<file path="src/hdl/mem_pkg.sv">
package mem_pkg;

    // ~~~~~~~~~~~~~~~~~~~~~~~~~~~~~~
    // Bus widths
    // ~~~~~~~~~~~~~~~~~~~~~~~~~~~~~~

    localparam int ADDR_W = 19;             // Word address, bits 19:1.
    localparam int DATA_W = 16;
    localparam int BSEL_W = 2;              // Bit 0 low byte, bit 1 high byte.

    // ~~~~~~~~~~~~~~~~~~~~~~~~~~~~~~
    // Prefetch queue
    // ~~~~~~~~~~~~~~~~~~~~~~~~~~~~~~

    localparam int QUEUE_DEPTH = 4;         // Power of two, pointers wrap.
    localparam int QUEUE_PTR_W = $clog2(QUEUE_DEPTH);
    localparam int QUEUE_CNT_W = $clog2(QUEUE_DEPTH + 1);

    // ~~~~~~~~~~~~~~~~~~~~~~~~~~~~~~
    // SRAM
    // ~~~~~~~~~~~~~~~~~~~~~~~~~~~~~~

    localparam int WAIT_STATES = 2;
    localparam int WAIT_CNT_W = $clog2(WAIT_STATES + 1);
    localparam int SRAM_WORDS = 1024;
    // Higher word address bits alias onto the array.
    localparam int SRAM_AW = $clog2(SRAM_WORDS);

endpackage

</file>
<file path="src/hdl/mem_arbiter.sv">
`timescale 1ns/1ps

module mem_arbiter import mem_pkg::*; (
    input  logic              clk,
    input  logic              reset,
    // Instruction bus
    input  logic [ADDR_W-1:0] instr_addr,
    input  logic              instr_access,
    output logic [DATA_W-1:0] instr_rdata,
    output logic              instr_ack,
    // Data bus
    input  logic [ADDR_W-1:0] data_addr,
    input  logic [DATA_W-1:0] data_wdata,
    input  logic              data_access,
    input  logic              data_wr_en,
    input  logic [BSEL_W-1:0] data_bytesel,
    output logic [DATA_W-1:0] data_rdata,
    output logic              data_ack,
    // Memory bus
    output logic [ADDR_W-1:0] mem_addr,
    output logic [DATA_W-1:0] mem_wdata,
    output logic              mem_access,
    output logic              mem_wr_en,
    output logic [BSEL_W-1:0] mem_bytesel,
    input  logic [DATA_W-1:0] mem_rdata,
    input  logic              mem_ack
);

    logic instr_grant;
    logic data_grant;
    logic instr_will_grant;
    logic data_will_grant;
    logic route_data;

    // Data wins a tie so the executing instruction can finish.
    assign data_will_grant  = data_access & ~instr_grant & ~data_grant;
    assign instr_will_grant = instr_access & ~data_access & ~data_grant & ~instr_grant;

    assign route_data = data_grant | data_will_grant;

    assign mem_addr    = route_data ? data_addr : instr_addr;
    assign mem_wdata   = data_wdata;
    assign mem_access  = route_data ? data_access : instr_access;
    assign mem_wr_en   = route_data ? data_wr_en : 1'b0;        // Fetches only read.
    assign mem_bytesel = route_data ? data_bytesel : {BSEL_W{1'b1}};

    assign instr_rdata = mem_rdata;
    assign data_rdata  = mem_rdata;
    assign instr_ack   = instr_grant & mem_ack;
    assign data_ack    = data_grant & mem_ack;

    always_ff @(posedge clk or posedge reset) begin
        if (reset) begin
            instr_grant <= 1'b0;
            data_grant  <= 1'b0;
        end else begin
            if (data_ack)
                data_grant <= 1'b0;
            else if (data_will_grant)
                data_grant <= 1'b1;

            if (instr_ack)
                instr_grant <= 1'b0;
            else if (instr_will_grant)
                instr_grant <= 1'b1;
        end
    end

endmodule

</file>
<file path="config.mk">
export PLATFORM = sky130hd
export DESIGN_NAME = mem_arbiter
export DESIGN_NICKNAME = d
export VERILOG_FILES = /design/src/hdl/mem_pkg.sv /design/src/hdl/mem_arbiter.sv
export SDC_FILE = /design/constraint.sdc
export NUM_CORES = 1
export LEC_CHECK = 0
export BUFFER_PORTS_ARGS = -buffer_cell sky130_fd_sc_hd__buf_2
export CORE_MARGIN = 3
export CORE_UTILIZATION = 28
export CTS_CLUSTER_DIAMETER = 30
export DETAILED_ROUTE_END_ITERATION = 10
export GPL_TIMING_DRIVEN = 0
export PLACE_DENSITY = 0.86
export REMOVE_ABC_BUFFERS = 1
export SYNTH_ARGS = -nofsm -noshare
export SYNTH_HDL_FRONTEND = slang
export SYNTH_SLANG_ARGS = --single-unit
</file>
<file path="constraint.sdc">
create_clock -name clk -period 2.8 [get_ports clk]
set_input_delay 0.56 -clock clk [delete_from_list [all_inputs] [get_ports clk]]
set_output_delay 0.56 -clock clk [all_outputs]
set_load 0.01 [all_outputs]
</file>
==> impl_metrics.env, run 1 <==
export IMPL_drt_iter0_drc=16
export IMPL_seq_area_frac_synth=0.06182
export IMPL_path_class="input port to output port"
export IMPL_cts_hold_fix_buffers=0
export IMPL_cts_buffers=3
export IMPL_fin_nets=189
export IMPL_final_cell_mix="buf_2 (70), mux2_4 (17), clkbuf_4 (3)"
export IMPL_ctsResizeCount=0
export IMPL_grt_util_all_layers=0.1692
export IMPL_port_buffer_count=70
export IMPL_cts_max_level=1
export IMPL_p_leak_nw=0.4973
export IMPL_pwr_share_seq=0.125
export IMPL_place_gp_congestion=0.8535
export IMPL_clock_latency_ns=0.22
export IMPL_num_vias=628
export IMPL_syn_to_final_growth_pct=2.937
export IMPL_grt_max_degree=23
export IMPL_final_setup_tns_ns=0
export IMPL_p_comb_frac=0.670
export IMPL_cts_sinks=2
export IMPL_critPathArrivalTime_ns=1.93
export IMPL_avgRoutedWirePerCell_um=22.70
export IMPL_final_antenna_net_count=0
export IMPL_fin_area_um2=833.3
export IMPL_grt_first_pass_wirelength_um=4022
export IMPL_maxSlewHeadroom=0.4261
export IMPL_antenna_found_initial=0
export IMPL_mostFrequentLayoutCell="buf_2"
export IMPL_ys_warn_count=0
export IMPL_num_rows=18
export IMPL_cp_start_kind="input port"
export IMPL_cp_required_ns=2.24
export IMPL_postSynthAreaPerCell_um2=9.413
export IMPL_path_clk_slew_ns=0.03
export IMPL_via_per_inst=4.518
export IMPL_yosysUniqueCellTypes=17
export IMPL_start_util=0.3099
export IMPL_cts_setup_buffers=0
export IMPL_synthesis_area_um2=809.5
export IMPL_utilization=0.3190
export IMPL_hold_ws_ns=0.1784
export IMPL_synth_cells=86
export IMPL_clock_path_buffers=2
export IMPL_drc=0
export IMPL_drive_gt1_frac=0.8807
export IMPL_drtPass1Iterations=3
export IMPL_diodes=0
export IMPL_die_area_mm2=0.003572
export IMPL_hpwl_um=2941
export IMPL_report_final_slew_viol_count=0
export IMPL_status="finished clean"
export IMPL_design_core_area_mm2=0.002613
export IMPL_cp_max_fo=22
export IMPL_grt_ovfl_total=0
export IMPL_p_sw_mw=0.1084
export IMPL_hold_path_class="input port to async pin"
export IMPL_finalHoldViolCount=0
export IMPL_rsz0062_at_grt="false"
export IMPL_ir_worst_vdd_v=0.0001428
export IMPL_drt_wl_total_um=3155
export IMPL_grt_pass1_vias=626
export IMPL_dpl_cell_area_um2=810.8
export IMPL_die_x_um=59.77
export IMPL_tightest_slew_ns=0.8590
export IMPL_ys_ff_latch=2
export IMPL_cts_root_buf="clkbuf_4"
export IMPL_ios=151
export IMPL_die_h_um=59.77
export IMPL_cts_tree="done"
export IMPL_end_kind="output port"
export IMPL_powerDensity_mw_per_mm2=373.1
export IMPL_pwr_share_clk=0.205
export IMPL_setup_viol=0
export IMPL_finalCriticalPeriod_ns=2.487
export IMPL_switching_share=0.3485
export IMPL_fmax_mhz=402.1
export IMPL_fin_skew_ns=0.002317
export IMPL_min_period_over_period=0.8881
export IMPL_max_cap_viol_count=0
export IMPL_p_int_mw=0.2026
==> power groups by stage <==
| stage | logic (mW) | clock network, mW | registers (mW) |
|---|---|---|---|
| 2_1_floorplan | 0.130 | 0 | 0.0383 |
| 3_3_place_gp | 0.208 | 0 | 0.0393 |
| 3_5_place_dp | 0.212 | 0 | 0.0392 |
| 4_1_cts | 0.212 | 0.0674 | 0.0389 |
| 5_1_grt | 0.226 | 0.0722 | 0.0395 |
| 6_report | 0.208 | 0.0636 | 0.0389 |
==> path summary, 6_finish.rpt <==
kind / startpoint / to / slack [ns] / cells after the start
worst max register to register: data_grant / instr_grant / 1.73 / 3
min in group clk: mem_ack / data_grant / 0.56 / 2
worst max-delay path: data_access / mem_addr[18] / 0.31 / 4
max in group asynchronous: reset / data_grant / 2.51 / 2
worst min register to register: data_grant / data_grant / 0.57 / 1
worst min-delay path: reset / instr_grant / 0.18 / 2
==> through the flow <==
stage,power [mW],cells,setup slack (ns)
after CTS,0.3188,139,0.2645
final,0.3109,139,0.3133
after global placement,0.2478,136,0.2773
after floorplan,0.1685,36,0.6734
after global routing,0.3378,139,0.2050
after detailed placement,0.2508,136,0.2715
==> cells in the mapped netlist, drive strengths merged <==
library cell  count  area (µm²)
buf              50       386.6
mux2             19       277.8
and2              2       12.51
dfrtp             2       50.05
inv               2       7.500
nand2             2       7.510
o21ai             2       10.01
or2               2       12.51
a21oi             1       16.27
mux2i             1       10.01
nand2b            1       6.260
nor2b             1       6.260
or3               1       6.260
==> final cells by class <==
class	count	area (µm²)
Fill cell	286	1779
Multi-Input combinational cell	32	365.4
Timing Repair Buffer	70	350.3
Sequential cell	2	50.05
Tap cell	30	37.54
Clock buffer	3	22.52
Inverter	2	7.507
==> critical path: stages <==
cell	delay, ns
buf_2	0.13
a21oi_4	0.68
mux2_2	0.41
buf_2	0.14
==> registers in the layout (all words and copies together) (netlist names) <==
register,cells
data_grant,1
instr_grant,1
==> logic make-up after synthesis <==
family                 count (synthesis)  synth area share
buffers and inverters                 52            0.4869
multiplexers                          20            0.3555
AND/OR/NAND/NOR                        9           0.06338
AO/OA/AOI/OAI                          3           0.03246
flip-flops                             2           0.06183
==> metal layers <==
layer,routed length (µm),part of all wire,vias up,track usage
met4,0,0,0,0.06013
met1,848,0.27,267,0.1386
met5,0,0,-,0.09524
li1,-,-,276,-
met2,1258,0.40,85,0.2160
met3,1048,0.33,0,0.2397
(Power assumes the default switching activity.)
==> run 2, diff against run 1 <==
--- a/config.mk
+++ b/config.mk
@@ -7,12 +7,13 @@
 export LEC_CHECK = 0
 export BUFFER_PORTS_ARGS = -buffer_cell sky130_fd_sc_hd__buf_2
 export CORE_MARGIN = 3
-export CORE_UTILIZATION = 28
+export CORE_UTILIZATION = 26
 export CTS_CLUSTER_DIAMETER = 30
 export DETAILED_ROUTE_END_ITERATION = 10
 export GPL_TIMING_DRIVEN = 0
-export PLACE_DENSITY = 0.86
+export PLACE_DENSITY = 0.81
 export REMOVE_ABC_BUFFERS = 1
 export SYNTH_ARGS = -nofsm -noshare
 export SYNTH_HDL_FRONTEND = slang
 export SYNTH_SLANG_ARGS = --single-unit
+export TNS_END_PERCENT = 100
==> constraint.sdc (replaced) <==
create_clock -name clk -period 2.74 [get_ports clk]
set_input_delay 0.548 -clock clk [delete_from_list [all_inputs] [get_ports clk]]
set_output_delay 0.548 -clock clk [all_outputs]
set_load 0.01 [all_outputs]
==> impl_metrics.env, run 2 (synthesis results as in run 1) <==
export IMPL_status="finished clean"
export IMPL_maxSlewHeadroom=0.4021
export IMPL_ios=151
export IMPL_cts_tree="done"
export IMPL_cts_buffers=3
export IMPL_diodes=0
export IMPL_r2r_slack_ns=1.68
export IMPL_grt_pass1_vias=565
export IMPL_final_antenna_net_count=0
export IMPL_p_leak_nw=0.4973
export IMPL_hpwl_um=3177
export IMPL_cts_max_level=1
export IMPL_grt_first_pass_wirelength_um=3877
export IMPL_cp_max_fo=22
export IMPL_path_clk_slew_ns=0.03
export IMPL_port_buffer_count=70
export IMPL_num_vias=644
export IMPL_path_class="input port to output port"
export IMPL_fmax_mhz=400.1
export IMPL_antenna_found_initial=0
export IMPL_cts_hold_fix_buffers=0
export IMPL_ctsResizeCount=0
export IMPL_cpPeakStageDelay_ns=0.71
export IMPL_utilization=0.2925
export IMPL_final_setup_tns_ns=0
export IMPL_reg2reg_to="instr_grant"
export IMPL_max_cap_viol_count=0
export IMPL_cts_setup_buffers=0
export IMPL_clock_latency_ns=0.22
export IMPL_start_util=0.2838
export IMPL_place_gp_congestion=0.8758
export IMPL_crit_top_cell="buf_2"
export IMPL_clock_path_buffers=2
export IMPL_final_cell_mix="buf_2 (70), mux2_4 (17), clkbuf_4 (3)"
export IMPL_grt_util_all_layers=0.1623
export IMPL_powerDensity_mw_per_mm2=383.5
export IMPL_drive_gt1_frac=0.8807
export IMPL_report_final_slew_viol_count=0
export IMPL_fill_cells=304
export IMPL_via_per_inst=4.600
export IMPL_ir_worst_vdd_v=0.00009794
export IMPL_grt_max_degree=23
export IMPL_cts_root_buf="clkbuf_4"
export IMPL_min_period_over_period=0.9122
export IMPL_reg_top3="data_grant x1, instr_grant x1"
export IMPL_critPathArrivalTime_ns=1.95
export IMPL_fin_skew_ns=0.0002730
export IMPL_drc=0
export IMPL_drt_iter0_drc=4
export IMPL_drt_wl_total_um=3492
export IMPL_rsz0062_at_grt="false"
export IMPL_drtPass1Iterations=3
export IMPL_die_h_um=61.80
export IMPL_design_core_area_mm2=0.002853
export IMPL_end_kind="output port"
export IMPL_slowest_stage="a21oi_4"
export IMPL_die_area_mm2=0.003819
export IMPL_avgRoutedWirePerCell_um=24.94
export IMPL_setup_viol=0
export IMPL_finalCriticalPeriod_ns=2.500
export IMPL_fin_nets=189
export IMPL_reg2reg_depth=3
export IMPL_timing_rr_start="data_grant"
export IMPL_finalPower_mw=0.3200
export IMPL_tightest_slew_ns=0.8949
export IMPL_fin_cells=140
export IMPL_crit_chain="buf_2, a21oi_4, mux2_2, buf_2"
export IMPL_place_inst=137
export IMPL_syn_to_final_growth_pct=3.091
export IMPL_num_rows=19
export IMPL_cts_sinks=2
export IMPL_die_x_um=61.80
export IMPL_cp_start_kind="input port"
export IMPL_hold_path_class="input port to async pin"
export IMPL_grt_ovfl_total=0
export IMPL_cp_required_ns=2.19
export IMPL_finalHoldViolCount=0
export IMPL_mostFrequentLayoutCell="buf_2"
==> run 2: worst max-delay path, delay by kind of cell <==
kind                   cells  cell delay (ns)
AO/OA/AOI/OAI              1             0.71
buffers and inverters      2             0.27
multiplexers               1             0.41
==> run 2: metal layers <==
layer | GRT usage | vias up | share of wire
met5 | 0 | - | 0
met4 | 0.04545 | 0 | 0.0057
met3 | 0.2066 | 2 | 0.27
met2 | 0.2167 | 88 | 0.43
met1 | 0.1525 | 277 | 0.29
li1 | - | 277 | -
==> run 2: where the power goes <==
group	switching (mW)	internal (mW)	total, mW
clock network	0.0170	0.0483	0.0653
logic	0.0896	0.125	0.214
registers	0.00643	0.0341	0.0406
==> run 2: stage by stage <==
step                      cell area, µm²  setup WS, ns  hold WS [ns]
after global placement             812.0        0.2483        0.3994
final                              834.6        0.2405        0.1659
after floorplan                    422.9        0.6374        0.2892
after detailed placement           812.0        0.2220        0.3991
after global routing               834.6        0.1162        0.1642
after CTS                          834.6        0.2227        0.1566
==> run 2: worst max path at each step <==
stage / startpoint / slack, ns / depth (start not counted) / end
6_report: data_access / 0.24 / 4 / mem_addr[18]
5_1_grt: instr_grant / 0.12 / 4 / mem_addr[0]
4_1_cts: data_access / 0.22 / 4 / mem_addr[18]
3_5_place_dp: data_access / 0.22 / 4 / mem_addr[18]
3_3_place_gp: data_access / 0.25 / 4 / mem_addr[0]
2_1_floorplan: data_access / 0.64 / 2 / mem_addr[0]
==> run 2: final cells by class <==
class                      count  area, µm²  area share
inverter                       2      7.507    0.008996
sequential                     2      50.05     0.05997
tap                           31      38.79     0.04648
clock buffer                   3      22.52     0.02699
multi-input combinational     32      365.4      0.4378
timing repair buffer          70      350.3      0.4198
