<file path="config.mk">
export PLATFORM = sky130hd
export DESIGN_NAME = instr_prefetch
export DESIGN_NICKNAME = d
export VERILOG_FILES = /design/src/hdl/mem_pkg.sv /design/src/hdl/instr_prefetch.sv
export SDC_FILE = /design/constraint.sdc
export NUM_CORES = 1
export LEC_CHECK = 0
export CORE_MARGIN = 10
export CORE_UTILIZATION = 40
export CTS_CLUSTER_DIAMETER = 30
export DETAILED_ROUTE_END_ITERATION = 16
export DONT_BUFFER_PORTS = 1
export SYNTH_ARGS = -nofsm -noshare
export SYNTH_HDL_FRONTEND = slang
export SYNTH_SLANG_ARGS = --single-unit
</file>
<file path="constraint.sdc">
create_clock -name clk -period 5.55 [get_ports clk]
set_input_delay 1.3875 -clock clk [delete_from_list [all_inputs] [get_ports clk]]
set_output_delay 1.3875 -clock clk [all_outputs]
set_load 0.005 [all_outputs]
</file>
<file path="src/hdl/mem_pkg.sv">
package mem_pkg;

    // ~~~~~~~~~~~~~~~~~~~~~~~~~~~~~~
    // Bus widths
    // ~~~~~~~~~~~~~~~~~~~~~~~~~~~~~~

    localparam int ADDR_W = 19;             // Word address, bits 19:1.
    localparam int DATA_W = 16;
    localparam int BSEL_W = 2;              // Bit 0 low byte, bit 1 high byte.

    // ~~~~~~~~~~~~~~~~~~~~~~~~~~~~~~
    // Prefetch queue
    // ~~~~~~~~~~~~~~~~~~~~~~~~~~~~~~

    localparam int QUEUE_DEPTH = 4;         // Power of two, pointers wrap.
    localparam int QUEUE_PTR_W = $clog2(QUEUE_DEPTH);
    localparam int QUEUE_CNT_W = $clog2(QUEUE_DEPTH + 1);

    // ~~~~~~~~~~~~~~~~~~~~~~~~~~~~~~
    // SRAM
    // ~~~~~~~~~~~~~~~~~~~~~~~~~~~~~~

    localparam int WAIT_STATES = 2;
    localparam int WAIT_CNT_W = $clog2(WAIT_STATES + 1);
    localparam int SRAM_WORDS = 1024;
    // Higher word address bits alias onto the array.
    localparam int SRAM_AW = $clog2(SRAM_WORDS);

endpackage

</file>
<file path="src/hdl/instr_prefetch.sv">
`timescale 1ns/1ps

module instr_prefetch import mem_pkg::*; (
    input  logic              clk,
    input  logic              reset,
    input  logic              flush,
    input  logic [ADDR_W-1:0] flush_addr,
    input  logic              pop,
    output logic [DATA_W-1:0] instr_word,
    output logic              instr_valid,
    // Instruction bus
    output logic [ADDR_W-1:0] instr_addr,
    output logic              instr_access,
    input  logic [DATA_W-1:0] instr_rdata,
    input  logic              instr_ack
);

    logic [DATA_W-1:0]      queue [QUEUE_DEPTH];
    logic [QUEUE_PTR_W-1:0] rd_ptr;
    logic [QUEUE_PTR_W-1:0] wr_ptr;
    logic [QUEUE_CNT_W-1:0] count;
    logic [QUEUE_CNT_W-1:0] count_next;
    logic [ADDR_W-1:0]      next_addr;
    logic                   stale;
    logic                   busy;
    logic                   push;
    logic                   pop_ok;
    logic                   issue;

    assign busy   = instr_access & ~instr_ack;          // Fetch still open after this edge.
    assign push   = instr_ack & ~stale & ~flush;
    assign pop_ok = pop & instr_valid & ~flush;

    assign instr_valid = count != '0;
    assign instr_word  = queue[rd_ptr];

    always_comb begin
        if (flush)
            count_next = '0;
        else if (push & ~pop_ok)
            count_next = count + 1'b1;
        else if (pop_ok & ~push)
            count_next = count - 1'b1;
        else
            count_next = count;
    end

    // Only one fetch in flight, and never more than the queue can take.
    assign issue = ~busy & (count_next < QUEUE_CNT_W'(QUEUE_DEPTH));

    // ~~~~~~~~~~~~~~~~~~~~~~~~~~~~~~
    // Fetch and queue control
    // ~~~~~~~~~~~~~~~~~~~~~~~~~~~~~~

    always_ff @(posedge clk or posedge reset) begin
        if (reset) begin
            rd_ptr       <= '0;
            wr_ptr       <= '0;
            count        <= '0;
            next_addr    <= '0;
            instr_addr   <= '0;
            instr_access <= 1'b0;
            stale        <= 1'b0;
        end else begin
            count        <= count_next;
            instr_access <= busy | issue;

            if (flush) begin
                rd_ptr <= '0;
                wr_ptr <= '0;
            end else begin
                if (push)
                    wr_ptr <= wr_ptr + 1'b1;
                if (pop_ok)
                    rd_ptr <= rd_ptr + 1'b1;
            end

            // A fetch cut off by flush returns a word from the old stream.
            if (flush & busy)
                stale <= 1'b1;
            else if (instr_ack)
                stale <= 1'b0;

            if (issue) begin
                if (flush) begin
                    instr_addr <= flush_addr;
                    next_addr  <= flush_addr + 1'b1;
                end else begin
                    instr_addr <= next_addr;
                    next_addr  <= next_addr + 1'b1;
                end
            end else if (flush) begin
                next_addr <= flush_addr;    // Held until the open fetch ends.
            end
        end
    end

    always_ff @(posedge clk) begin
        if (push)
            queue[wr_ptr] <= instr_rdata;
    end

endmodule

</file>
==> results of run 1 <==
-- sequential cells by signal, summed over array words and instances (netlist names) --
signal        flops
count             3
instr_access      1
instr_addr       19
next_addr        19
queue            64
rd_ptr            2
stale             1
wr_ptr            2
-- worst register-to-register path: stages (launching register included) --
cell and delay (ns):
dfrtp_1 0.42, ha_1 0.21, and3b_1 0.18, nand2b_1 0.08, a31oi_1 0.66, nand2_1 0.75, mux2_1 0.53
-- worst paths after layout --
| check | cells after the start | end | slack (ns) |
|---|---|---|---|
| worst max-delay path | 1 | instr_word[6] | 2.08 |
| max in group asynchronous | 1 | instr_addr[11] | 3.79 |
| min in group asynchronous | 1 | count[2] | 1.15 |
| worst max register to register | 6 | instr_addr[8] | 2.59 |
| worst min-delay path | 1 | instr_addr[7] | 0.53 |
| worst min register to register | 1 | instr_addr[7] | 0.53 |
-- kinds of logic (layout without fill, tap and decap cells) --
| family | count (synthesis) | after routing |
|---|---|---|
| flip-flops | 111 | 111 |
| AND/OR/NAND/NOR | 85 | 85 |
| AO/OA/AOI/OAI | 47 | 47 |
| multiplexers | 44 | 44 |
| buffers and inverters | 25 | 24 |
| XOR/XNOR | 22 | 22 |
| adder cells (fa/ha/maj) | 9 | 9 |
-- cells in the final DEF (no fill, tap or decap), types with 7 or more instances in the layout --
cell type / instances
mux2_1: 9
ha_1: 8
xnor2_1: 14
xor2_1: 8
mux2_2: 10
dfrtp_1: 47
edfxtp_1: 64
mux4_2: 16
nor2_1: 8
nand2_1: 17
o21ai_1: 22
clkbuf_16: 9
inv_1: 7
mux2i_1: 9
nand3_1: 11
-- power by group through the flow --
stage          Combinational [µW]  Clock [µW]  Sequential (µW)
3_5_place_dp                  403           0             1140
5_1_grt                       442         648             1140
4_1_cts                       404         613             1120
2_1_floorplan                 390           0             1060
6_report                      397         592             1110
3_3_place_gp                  395           0             1140
-- layer usage --
metal  vias to the layer above  GRT usage (%)  share of wire, %
li1                       1283              -                 -
met1                      1385           13.6                41
met2                        73           18.7                48
met3                         8           6.21               9.9
met4                         2           2.93              0.91
met5                         -              0              0.11
-- final cells by class --
class,instances,area [µm²],area share (%)
inverter,8,30.0,0.552
clock inverter,4,32.5,0.598
multi-input combinational,207,1830,33.6
clock buffer,12,236,4.35
tap,172,215,3.96
sequential,111,3100,57.0
-- through the flow --
| stage | hold slack, ns | total power (µW) | area (µm²) | instances |
|---|---|---|---|---|
| floorplan | 0.489 | 1450 | 5070 | 343 |
| global placement | 0.520 | 1530 | 5170 | 498 |
| detailed placement | 0.524 | 1540 | 5170 | 498 |
| CTS | 0.546 | 2140 | 5440 | 514 |
| global route | 0.571 | 2230 | 5440 | 514 |
| finish | 0.530 | 2100 | 5440 | 514 |
==> metrics.cfg, run 1 <==
[status]
status = complete, no violations

[route]
vias_per_cell = 5.35
detail-route-antenna-nets = 0
wl_per_cell_um = 19.8
via_count = 2751
drc = 0
drt_wl_total_um = 10200
initialDrtViolationCount = 143
drt-pass1-iter-count = 4

[setup_path]
crit_start = rd_ptr[0]
rr_startpoint = count[1]
critPathKind = reg -> out
slowest_delay_ns = 1.07
end_kind = output port
worst_ep_arrival_time_ns = 2.08
crit_buf_inv = 0
critical_path.top_delay_family = flip-flops
crit_required_ns = 4.16
crit_path_max_fanout = 18
slowest_stage = dfrtp_1
start_kind = register
worstPathCellList = mux4_2

[global_route]
grt_pass1_wl_um = 16100
grt_usage_pct = 11.7
gr-total-overflow = 0
first_global_vias = 2779
grt_max_degree = 56
antenna_found_initial = 1

[power]
power_switching_uw = 612
p_comb_share_pct = 18.9
power_density_mw_per_mm2 = 386
leakagePower_uw = 0.00191
internal-power_uw = 1490
p_seq_share_pct = 53.0
ir_worst_vdd_uv = 194
clkPwrFrac_pct = 28.2
swShare_pct = 29.1

[logic_synthesis]
ys_warn_count = 0
ys_ff_latch = 111
synthDistinctLibCells = 51
synth_most_common_cell = edfxtp_1
synth.avg_cell_area_um2 = 14.8
seq_area_frac_synth_pct = 61.1
synthesis.nets = 391
synth_xor_area_share_pct = 3.80
synth-compound-area-share_pct = 6.12
synth_top_family_by_area = multiplexers
synth-simple-area-share_pct = 10.8
synthFlopType = edfxtp_1
synth_fa_ha_area_share_pct = 2.17
synthMuxAreaShare_pct = 13.1
yosys.area.top_type_share_pct = 37.9
syn_area_mm2 = 0.00507
async_flop_share_pct = 42.3
synth_cells = 343
synth-edff-count = 64
yosys-top-cells-area = edfxtp_1, dfrtp_1, mux4_2
synth_top_cells_by_count = edfxtp_1, dfrtp_1, o21ai_1, nand2_1, mux4_2
synth_top_area_cell = edfxtp_1

[place]
portBuffers = 0
dpl.hpwl_um = 7220
place.gp.congestion = 0.779
dpl_worst_slack_ns = 1.73

[sta]
fin_tns_setup_ns = 0
hold_viol_final = 0
rsz0062_at_grt = false
min_period_ns = 3.47
fin_worst_skew_ns = 0.00826
period_share_pct = 62.5
setup_viol = 0
report.final.slew_viol_count = 0
fin_ws_ns = 2.08
max_freq_mhz = 288
tightest_slew_ns = 1.09
slew_headroom_pct = 27.1

[cts]
clk_latency_ns = 0.35
cts_tree = yes
cts_setup_buffers = 0
postCtsHoldBufs = 0
cts_max_level = 3
cts_root_buffer = clkbuf_16
clock_sinks = 111
ctsResizeCount = 0
clock_path_buffers = 2
clk_pin_slew_ns = 0.07
cts_buffers = 9

[hold_path]
hold_start = instr_addr[7]
hold_path_class = reg -> reg

[flow_run]
cap_violations = 0

[cells_and_area]
fill_cells = 1174
syn_to_final_growth_pct = 7.20
layout-drive-gt1-share_pct = 15.5
final_nets = 385
n_antenna_cell = 0
finish.utilization_pct = 43.5

[floorplan]
die-area_mm2 = 0.0176
fp.coreArea_mm2 = 0.0125
start_util_pct = 40.5
die_w_um = 133
pin_count = 77
die_h_um = 133
row_count = 41

(Power assumes the default switching activity.)
==> run 2: changes to the inputs <==
--- a/config.mk
+++ b/config.mk
@@ -5,6 +5,7 @@
 export SDC_FILE = /design/constraint.sdc
 export NUM_CORES = 1
 export LEC_CHECK = 0
+export ABC_AREA = 1
 export CORE_MARGIN = 10
 export CORE_UTILIZATION = 40
 export CTS_CLUSTER_DIAMETER = 30
==> constraint.sdc (replaced) <==
create_clock -name clk -period 3.01 [get_ports clk]
set_input_delay 0.7525 -clock clk [delete_from_list [all_inputs] [get_ports clk]]
set_output_delay 0.7525 -clock clk [all_outputs]
set_load 0.005 [all_outputs]
==> run 2 against run 1 <==
Die area up 3.9%. Non-clock buffer count increased by 11. Via count increased by 37%. Final cell count up 46%. Flip-flop and latch count unchanged. Synthesized area rose by 4.6%. Setup slack lost 1.5 ns. Critical path type unchanged.
==> metrics.cfg, run 2 <==
[cts]
clock_sinks = 111  ; unchanged
clk_latency_ns = 0.35  ; about the same
cts_max_level = 3  ; unchanged
clock_path_buffers = 2  ; unchanged
ctsResizeCount = 0  ; unchanged
cts_buffers = 9  ; unchanged
cts_setup_buffers = 0  ; unchanged
clk_pin_slew_ns = 0.07  ; about the same
cts_tree = yes
postCtsHoldBufs = 0  ; unchanged
cts_root_buffer = clkbuf_16

[logic_synthesis]
synth_fa_ha_area_share_pct = 1.89  ; -0.28 points
synth_cells = 571  ; +66%
synth_xor_area_share_pct = 1.98  ; -1.8 points
ys_warn_count = 0  ; unchanged
ys_ff_latch = 111  ; unchanged
synthesis.nets = 619  ; +58%
seq_area_frac_synth_pct = 58.4  ; -2.7 points
synth-simple-area-share_pct = 21.7  ; +11 points
synthDistinctLibCells = 33  ; -35%
synth.avg_cell_area_um2 = 9.30  ; -37%
synth_most_common_cell = nand2_1
yosys-top-cells-area = edfxtp_1, dfrtp_1, nand2_1
synthFlopType = edfxtp_1
async_flop_share_pct = 42.3  ; unchanged
synth-compound-area-share_pct = 9.15  ; +3.0 points
synth_top_family_by_area = simple AND/OR/NAND/NOR gates
syn_area_mm2 = 0.00531  ; +4.6%
synth_top_cells_by_count = nand2_1, edfxtp_1, nor2_1, inv_1, o21ai_0
synthMuxAreaShare_pct = 0  ; -13 points
synth-edff-count = 64  ; unchanged
yosys.area.top_type_share_pct = 36.2  ; -1.7 points
synth_top_area_cell = edfxtp_1

[sta]
tightest_slew_ns = 1.01  ; -0.0850 ns
hold_viol_final = 0  ; unchanged
fin_tns_setup_ns = 0  ; unchanged
whs_ns = 0.493  ; -0.0373 ns
rsz0062_at_grt = false
fin_worst_skew_ns = 0.00545  ; -0.00281 ns
period_share_pct = 79.6
setup_viol = 0  ; unchanged
report.final.slew_viol_count = 0  ; unchanged
min_period_ns = 2.39
max_freq_mhz = 418
slew_headroom_pct = 32.6  ; +5.6 points

[cells_and_area]
n_antenna_cell = 0  ; unchanged
final_nets = 620  ; +61%
finish.instance_area_mm2 = 0.00578  ; +6.2%
final_cell_mix = nand2_1, edfxtp_1, nor2_1, inv_1, o21ai_0
fin_cells = 753  ; +46%
layout-drive-gt1-share_pct = 10.4  ; -5.1 points
final_common_cell = nand2_1
regMostFlops = queue
largest_reg_flops = 64  ; unchanged
biggestRegsByFlops = queue (64), instr_addr (19), next_addr (19)
syn_to_final_growth_pct = 8.82

[global_route]
first_global_vias = 3689  ; +33%
grt_usage_pct = 13.6  ; +1.9 points
antenna_found_initial = 0  ; -1
grt_pass1_wl_um = 19600  ; +22%
grt_max_degree = 48  ; -14%
gr-total-overflow = 0  ; unchanged

[place]
dpl.hpwl_um = 8800  ; +22%
portBuffers = 0  ; unchanged
dpl-instance-area_mm2 = 0.00547  ; +5.9%
place_inst = 737  ; +48%
place.gp.congestion = 0.901  ; +16%

[power]
leakagePower_uw = 0.00248  ; +30%
power_density_mw_per_mm2 = 680  ; +76%
power_uw = 3930  ; +87%
ir_worst_vdd_uv = 295  ; +52%

[setup_path]
worst_ep_arrival_time_ns = 1.64  ; -0.44 ns
end_kind = output port
crit_required_ns = 2.26  ; -1.90 ns
critPathKind = reg -> out
crit_path_max_fanout = 17  ; -1
r2r_end = next_addr[11]
reg2reg_depth = 13  ; +7
start_kind = register
rr_startpoint = count[0]
r2r_setup_slack_ns = 0.65  ; -1.94 ns

[route]
via_count = 3763  ; +37%
wl_per_cell_um = 16.4  ; -17%
vias_per_cell = 5.00  ; -6.6%
drt-pass1-iter-count = 4  ; unchanged
initialDrtViolationCount = 257  ; +80%
drt_wl_total_um = 12300  ; +21%
detail-route-antenna-nets = 0  ; unchanged
drc = 0  ; unchanged

[floorplan]
row_count = 42  ; +2.4%
pin_count = 77  ; unchanged
die_h_um = 135  ; +1.9%
fp.coreArea_mm2 = 0.0131  ; +5.0%
die-area_mm2 = 0.0183  ; +3.9%
start_util_pct = 40.4  ; -0.13 points
die_w_um = 135  ; +1.9%

[hold_path]
hold_path_class = in -> reg
hold_start = instr_rdata[6]
worstHoldEndpoint = queue[3][6]
min_path_cells = 0  ; -1

[status]
status = complete, no violations

[flow_run]
cap_violations = 0  ; unchanged

-- run 2: cell types whose count changed in the layout (fill, tap and decap cells not counted), sizes merged, moves of 9 or more --
cell / delta
buf: +11
inv: +55
mux2: -19
mux2i: -9
mux4: -16
nand2: +164
nand3: +9
nor2: +55
o21ai: +40
o22ai: +15
xnor2: -14
-- run 2: critical path, cell delays in order (launching register included) --
cell and delay [ns]:
dfrtp_1 0.38, inv_1 0.45, o21ai_0 0.20, o22ai_1 0.26
-- run 2: per-layer routing --
metal | wire (µm) | vias to the layer above | part of all wire (%) | global-route usage (%)
li1 | - | 1862 | - | -
met1 | 4880 | 1800 | 40 | 14.4
met2 | 6330 | 85 | 51 | 24.3
met3 | 958 | 16 | 7.8 | 5.42
met4 | 165 | 0 | 1.3 | 4.25
met5 | 0 | - | 0 | 0
-- run 2: stage by stage --
| stage | utilization [%] | worst slack (ns) |
|---|---|---|
| after CTS | 44.0 | 0.554 |
| after floorplan | - | 0.819 |
| after global placement | 41.7 | 0.677 |
| final | 44.0 | 0.615 |
| after global routing | 44.0 | 0.341 |
| after detailed placement | 41.7 | 0.628 |
-- run 2: worst max-delay path by stage --
stage,start,to,slack (ns),cells after the start
finish,rd_ptr[1],instr_word[2],0.62,3
global route,count[0],next_addr[11],0.34,13
detailed placement,flush,next_addr[11],0.63,8
global placement,flush,next_addr[18],0.68,11
floorplan,flush,queue[0][0],0.82,3
CTS,rd_ptr[1],instr_word[2],0.55,3
-- run 2: cell type report --
class	instances	area, µm²
inverter	61	229
tap	176	220
fill	1251	7360
clock inverter	7	77.6
sequential	111	3100
timing repair buffer	11	82.6
multi-input combinational	378	1840
clock buffer	9	225
-- run 2: kinds of logic after synthesis --
group | after synthesis
AO/OA/AOI/OAI | 87
AND/OR/NAND/NOR | 271
XOR/XNOR | 12
flip-flops | 111
adder cells (fa/ha/maj) | 8
buffers and inverters | 82
-- run 2: power breakdown --
| part | internal [µW] | leakage (µW) | switching [µW] |
|---|---|---|---|
| Clock | 657 | 0.000153 | 550 |
| Combinational | 248 | 0.00117 | 585 |
| Sequential | 1780 | 0.00116 | 103 |
| Total | 2690 | 0.00248 | 1240 |
==> run 3: changes to the inputs <==
==> constraint.sdc (replaced) <==
create_clock -name clk -period 2.15 [get_ports clk]
set_input_delay 0.5375 -clock clk [delete_from_list [all_inputs] [get_ports clk]]
set_output_delay 0.5375 -clock clk [all_outputs]
set_load 0.005 [all_outputs]
==> run 3 against run 2 <==
Core utilization rose by 0.75 points. Count of clock-buffer cells in the layout did not move. Hold slack got worse by 0.39 ns. Clock power rose by 32%. Register-to-register slack got worse by 0.45 ns. Routed wire length fell by 1.4%. Largest power group unchanged. Sequential power rose by 40%.
==> metrics.cfg, run 3 (synthesized netlist as in run 2, its figures left out) <==
[floorplan]
die_w_um = 135  ; unchanged
fp.coreArea_mm2 = 0.0131  ; unchanged
die_h_um = 135  ; unchanged
start_util_pct = 40.4  ; unchanged
pin_count = 77  ; unchanged
die-area_mm2 = 0.0183  ; unchanged
row_count = 42  ; unchanged

[setup_path]
critPathKind = reg -> out
worst_ep_arrival_time_ns = 1.50  ; -0.14 ns
crit_required_ns = 1.61  ; -0.65 ns
crit_path_max_fanout = 33  ; +16
start_kind = register
end_kind = output port

[hold_path]
hold_path_class = in -> async

[route]
drt_wl_total_um = 12200  ; -1.4%
initialDrtViolationCount = 194  ; -25%
drt-pass1-iter-count = 4  ; unchanged
detail-route-antenna-nets = 0  ; unchanged
wl_per_cell_um = 16.0  ; -2.5%
via_count = 3776  ; +0.35%
drc = 0  ; unchanged
vias_per_cell = 4.96  ; -0.84%

[cells_and_area]
regMostFlops = queue
layout-drive-gt1-share_pct = 12.1  ; +1.7 points
final_nets = 629  ; +1.5%
biggestRegsByFlops = queue (64), instr_addr (19), next_addr (19)
final_common_cell = nand2_1
n_antenna_cell = 0  ; unchanged
largest_reg_flops = 64  ; unchanged
fill_cells = 1296  ; +3.6%
syn_to_final_growth_pct = 10.7
finish.utilization_pct = 44.7  ; +0.75 points
final_cell_mix = nand2_1, edfxtp_1, nor2_1, inv_1, o21ai_0

[power]
swShare_pct = 32.1  ; +0.53 points
clkPwrFrac_pct = 29.3  ; -1.5 points
p_comb_share_pct = 22.3  ; +1.1 points
power_switching_uw = 1750  ; +41%
p_seq_share_pct = 48.5  ; +0.5 points
power_density_mw_per_mm2 = 929  ; +37%
leakagePower_uw = 0.00252  ; +1.6%
internal-power_uw = 3710  ; +38%
ir_worst_vdd_uv = 347  ; +17%

[sta]
slew_headroom_pct = 69.1  ; +36 points
rsz0062_at_grt = false
tightest_slew_ns = 0.458  ; -0.551 ns
fin_tns_setup_ns = 0  ; unchanged
max_freq_mhz = 490
period_share_pct = 95.0
hold_viol_final = 0  ; unchanged
setup_viol = 0  ; unchanged
report.final.slew_viol_count = 0  ; unchanged
fin_ws_ns = 0.108  ; -0.507 ns
min_period_ns = 2.04
whs_ns = 0.0988  ; -0.394 ns
fin_worst_skew_ns = 0.00766  ; +0.00221 ns

[global_route]
gr-total-overflow = 0  ; unchanged
grt_pass1_wl_um = 19500  ; -0.50%
antenna_found_initial = 0  ; unchanged
grt_max_degree = 48  ; unchanged
first_global_vias = 3668  ; -0.57%
grt_usage_pct = 13.6  ; -0.064 points

[cts]
cts_max_level = 3  ; unchanged
clk_latency_ns = 0.35  ; about the same
clock_path_buffers = 2  ; unchanged
cts_buffers = 9  ; unchanged
clk_pin_slew_ns = 0.07  ; about the same
cts_root_buffer = clkbuf_16
postCtsHoldBufs = 0  ; unchanged
cts_tree = yes
clock_sinks = 111  ; unchanged

[place]
portBuffers = 0  ; unchanged
place.gp.congestion = 0.803  ; -11%
dpl.hpwl_um = 8830  ; +0.33%
dpl_worst_slack_ns = 0.134  ; -0.494 ns

[status]
status = complete, no violations

[flow_run]
cap_violations = 0  ; unchanged

run 3: stage by stage:
stage	total power (µW)	area [µm²]	instances
floorplan	3560	5310	571
global placement	3870	5550	745
detailed placement	3910	5550	745
CTS	5510	5840	761
global route	5800	5870	762
finish	5450	5870	762
run 3: path summary, 6_finish.rpt:
path | cells after the start | start | to | slack, ns
max | 4 | rd_ptr[0] | instr_word[13] | 0.11
min | 2 | reset | instr_addr[2] | 0.1
max reg2reg | 14 | count[0] | next_addr[14] | 0.20
min reg2reg | 2 | instr_addr[0] | instr_addr[0] | 0.54
max in group asynchronous | 2 | reset | next_addr[14] | 1.82
min in group clk | 1 | flush | rd_ptr[1] | 0.26
run 3: per-layer routing:
layer / track usage [%] / part of all wire, %
met1: 14.4 / 39
met2: 24.1 / 52
met3: 5.79 / 7.5
met4: 3.83 / 1.2
met5: 0 / 0
run 3: critical path, stage by stage, from the launching register on:
cell and delay, ns:
dfrtp_1 0.40, inv_1 0.06, buf_4 0.30, o21ai_0 0.13, o22ai_1 0.25
run 3: power by group through the flow:
stage | clock network [µW] | logic [µW] | registers [µW]
global placement | 0 | 1180 | 2690
floorplan | 0 | 916 | 2640
global route | 1720 | 1390 | 2680
detailed placement | 0 | 1210 | 2700
finish | 1600 | 1210 | 2640
CTS | 1640 | 1220 | 2660
run 3: area by class of cell:
type | instances | area, µm² | area share, %
repair buffers | 20 | 188 | 3.19
clock buffers | 9 | 225 | 3.83
flip-flops and latches | 111 | 3100 | 52.7
well taps | 176 | 220 | 3.75
inverters | 61 | 236 | 4.03
multi-input cells | 378 | 1840 | 31.4
clock inverters | 7 | 63.8 | 1.09
run 3: repair_timing:
| item | in CTS | in global routing |
|---|---|---|
| resized for setup | 1 | 4 |
| pin swaps | 0 | 0 |
| endpoints found under the hold margin | 0 | 0 |
| setup buffers | 0 | 1 |
| endpoints found under the setup margin | 4 | 29 |
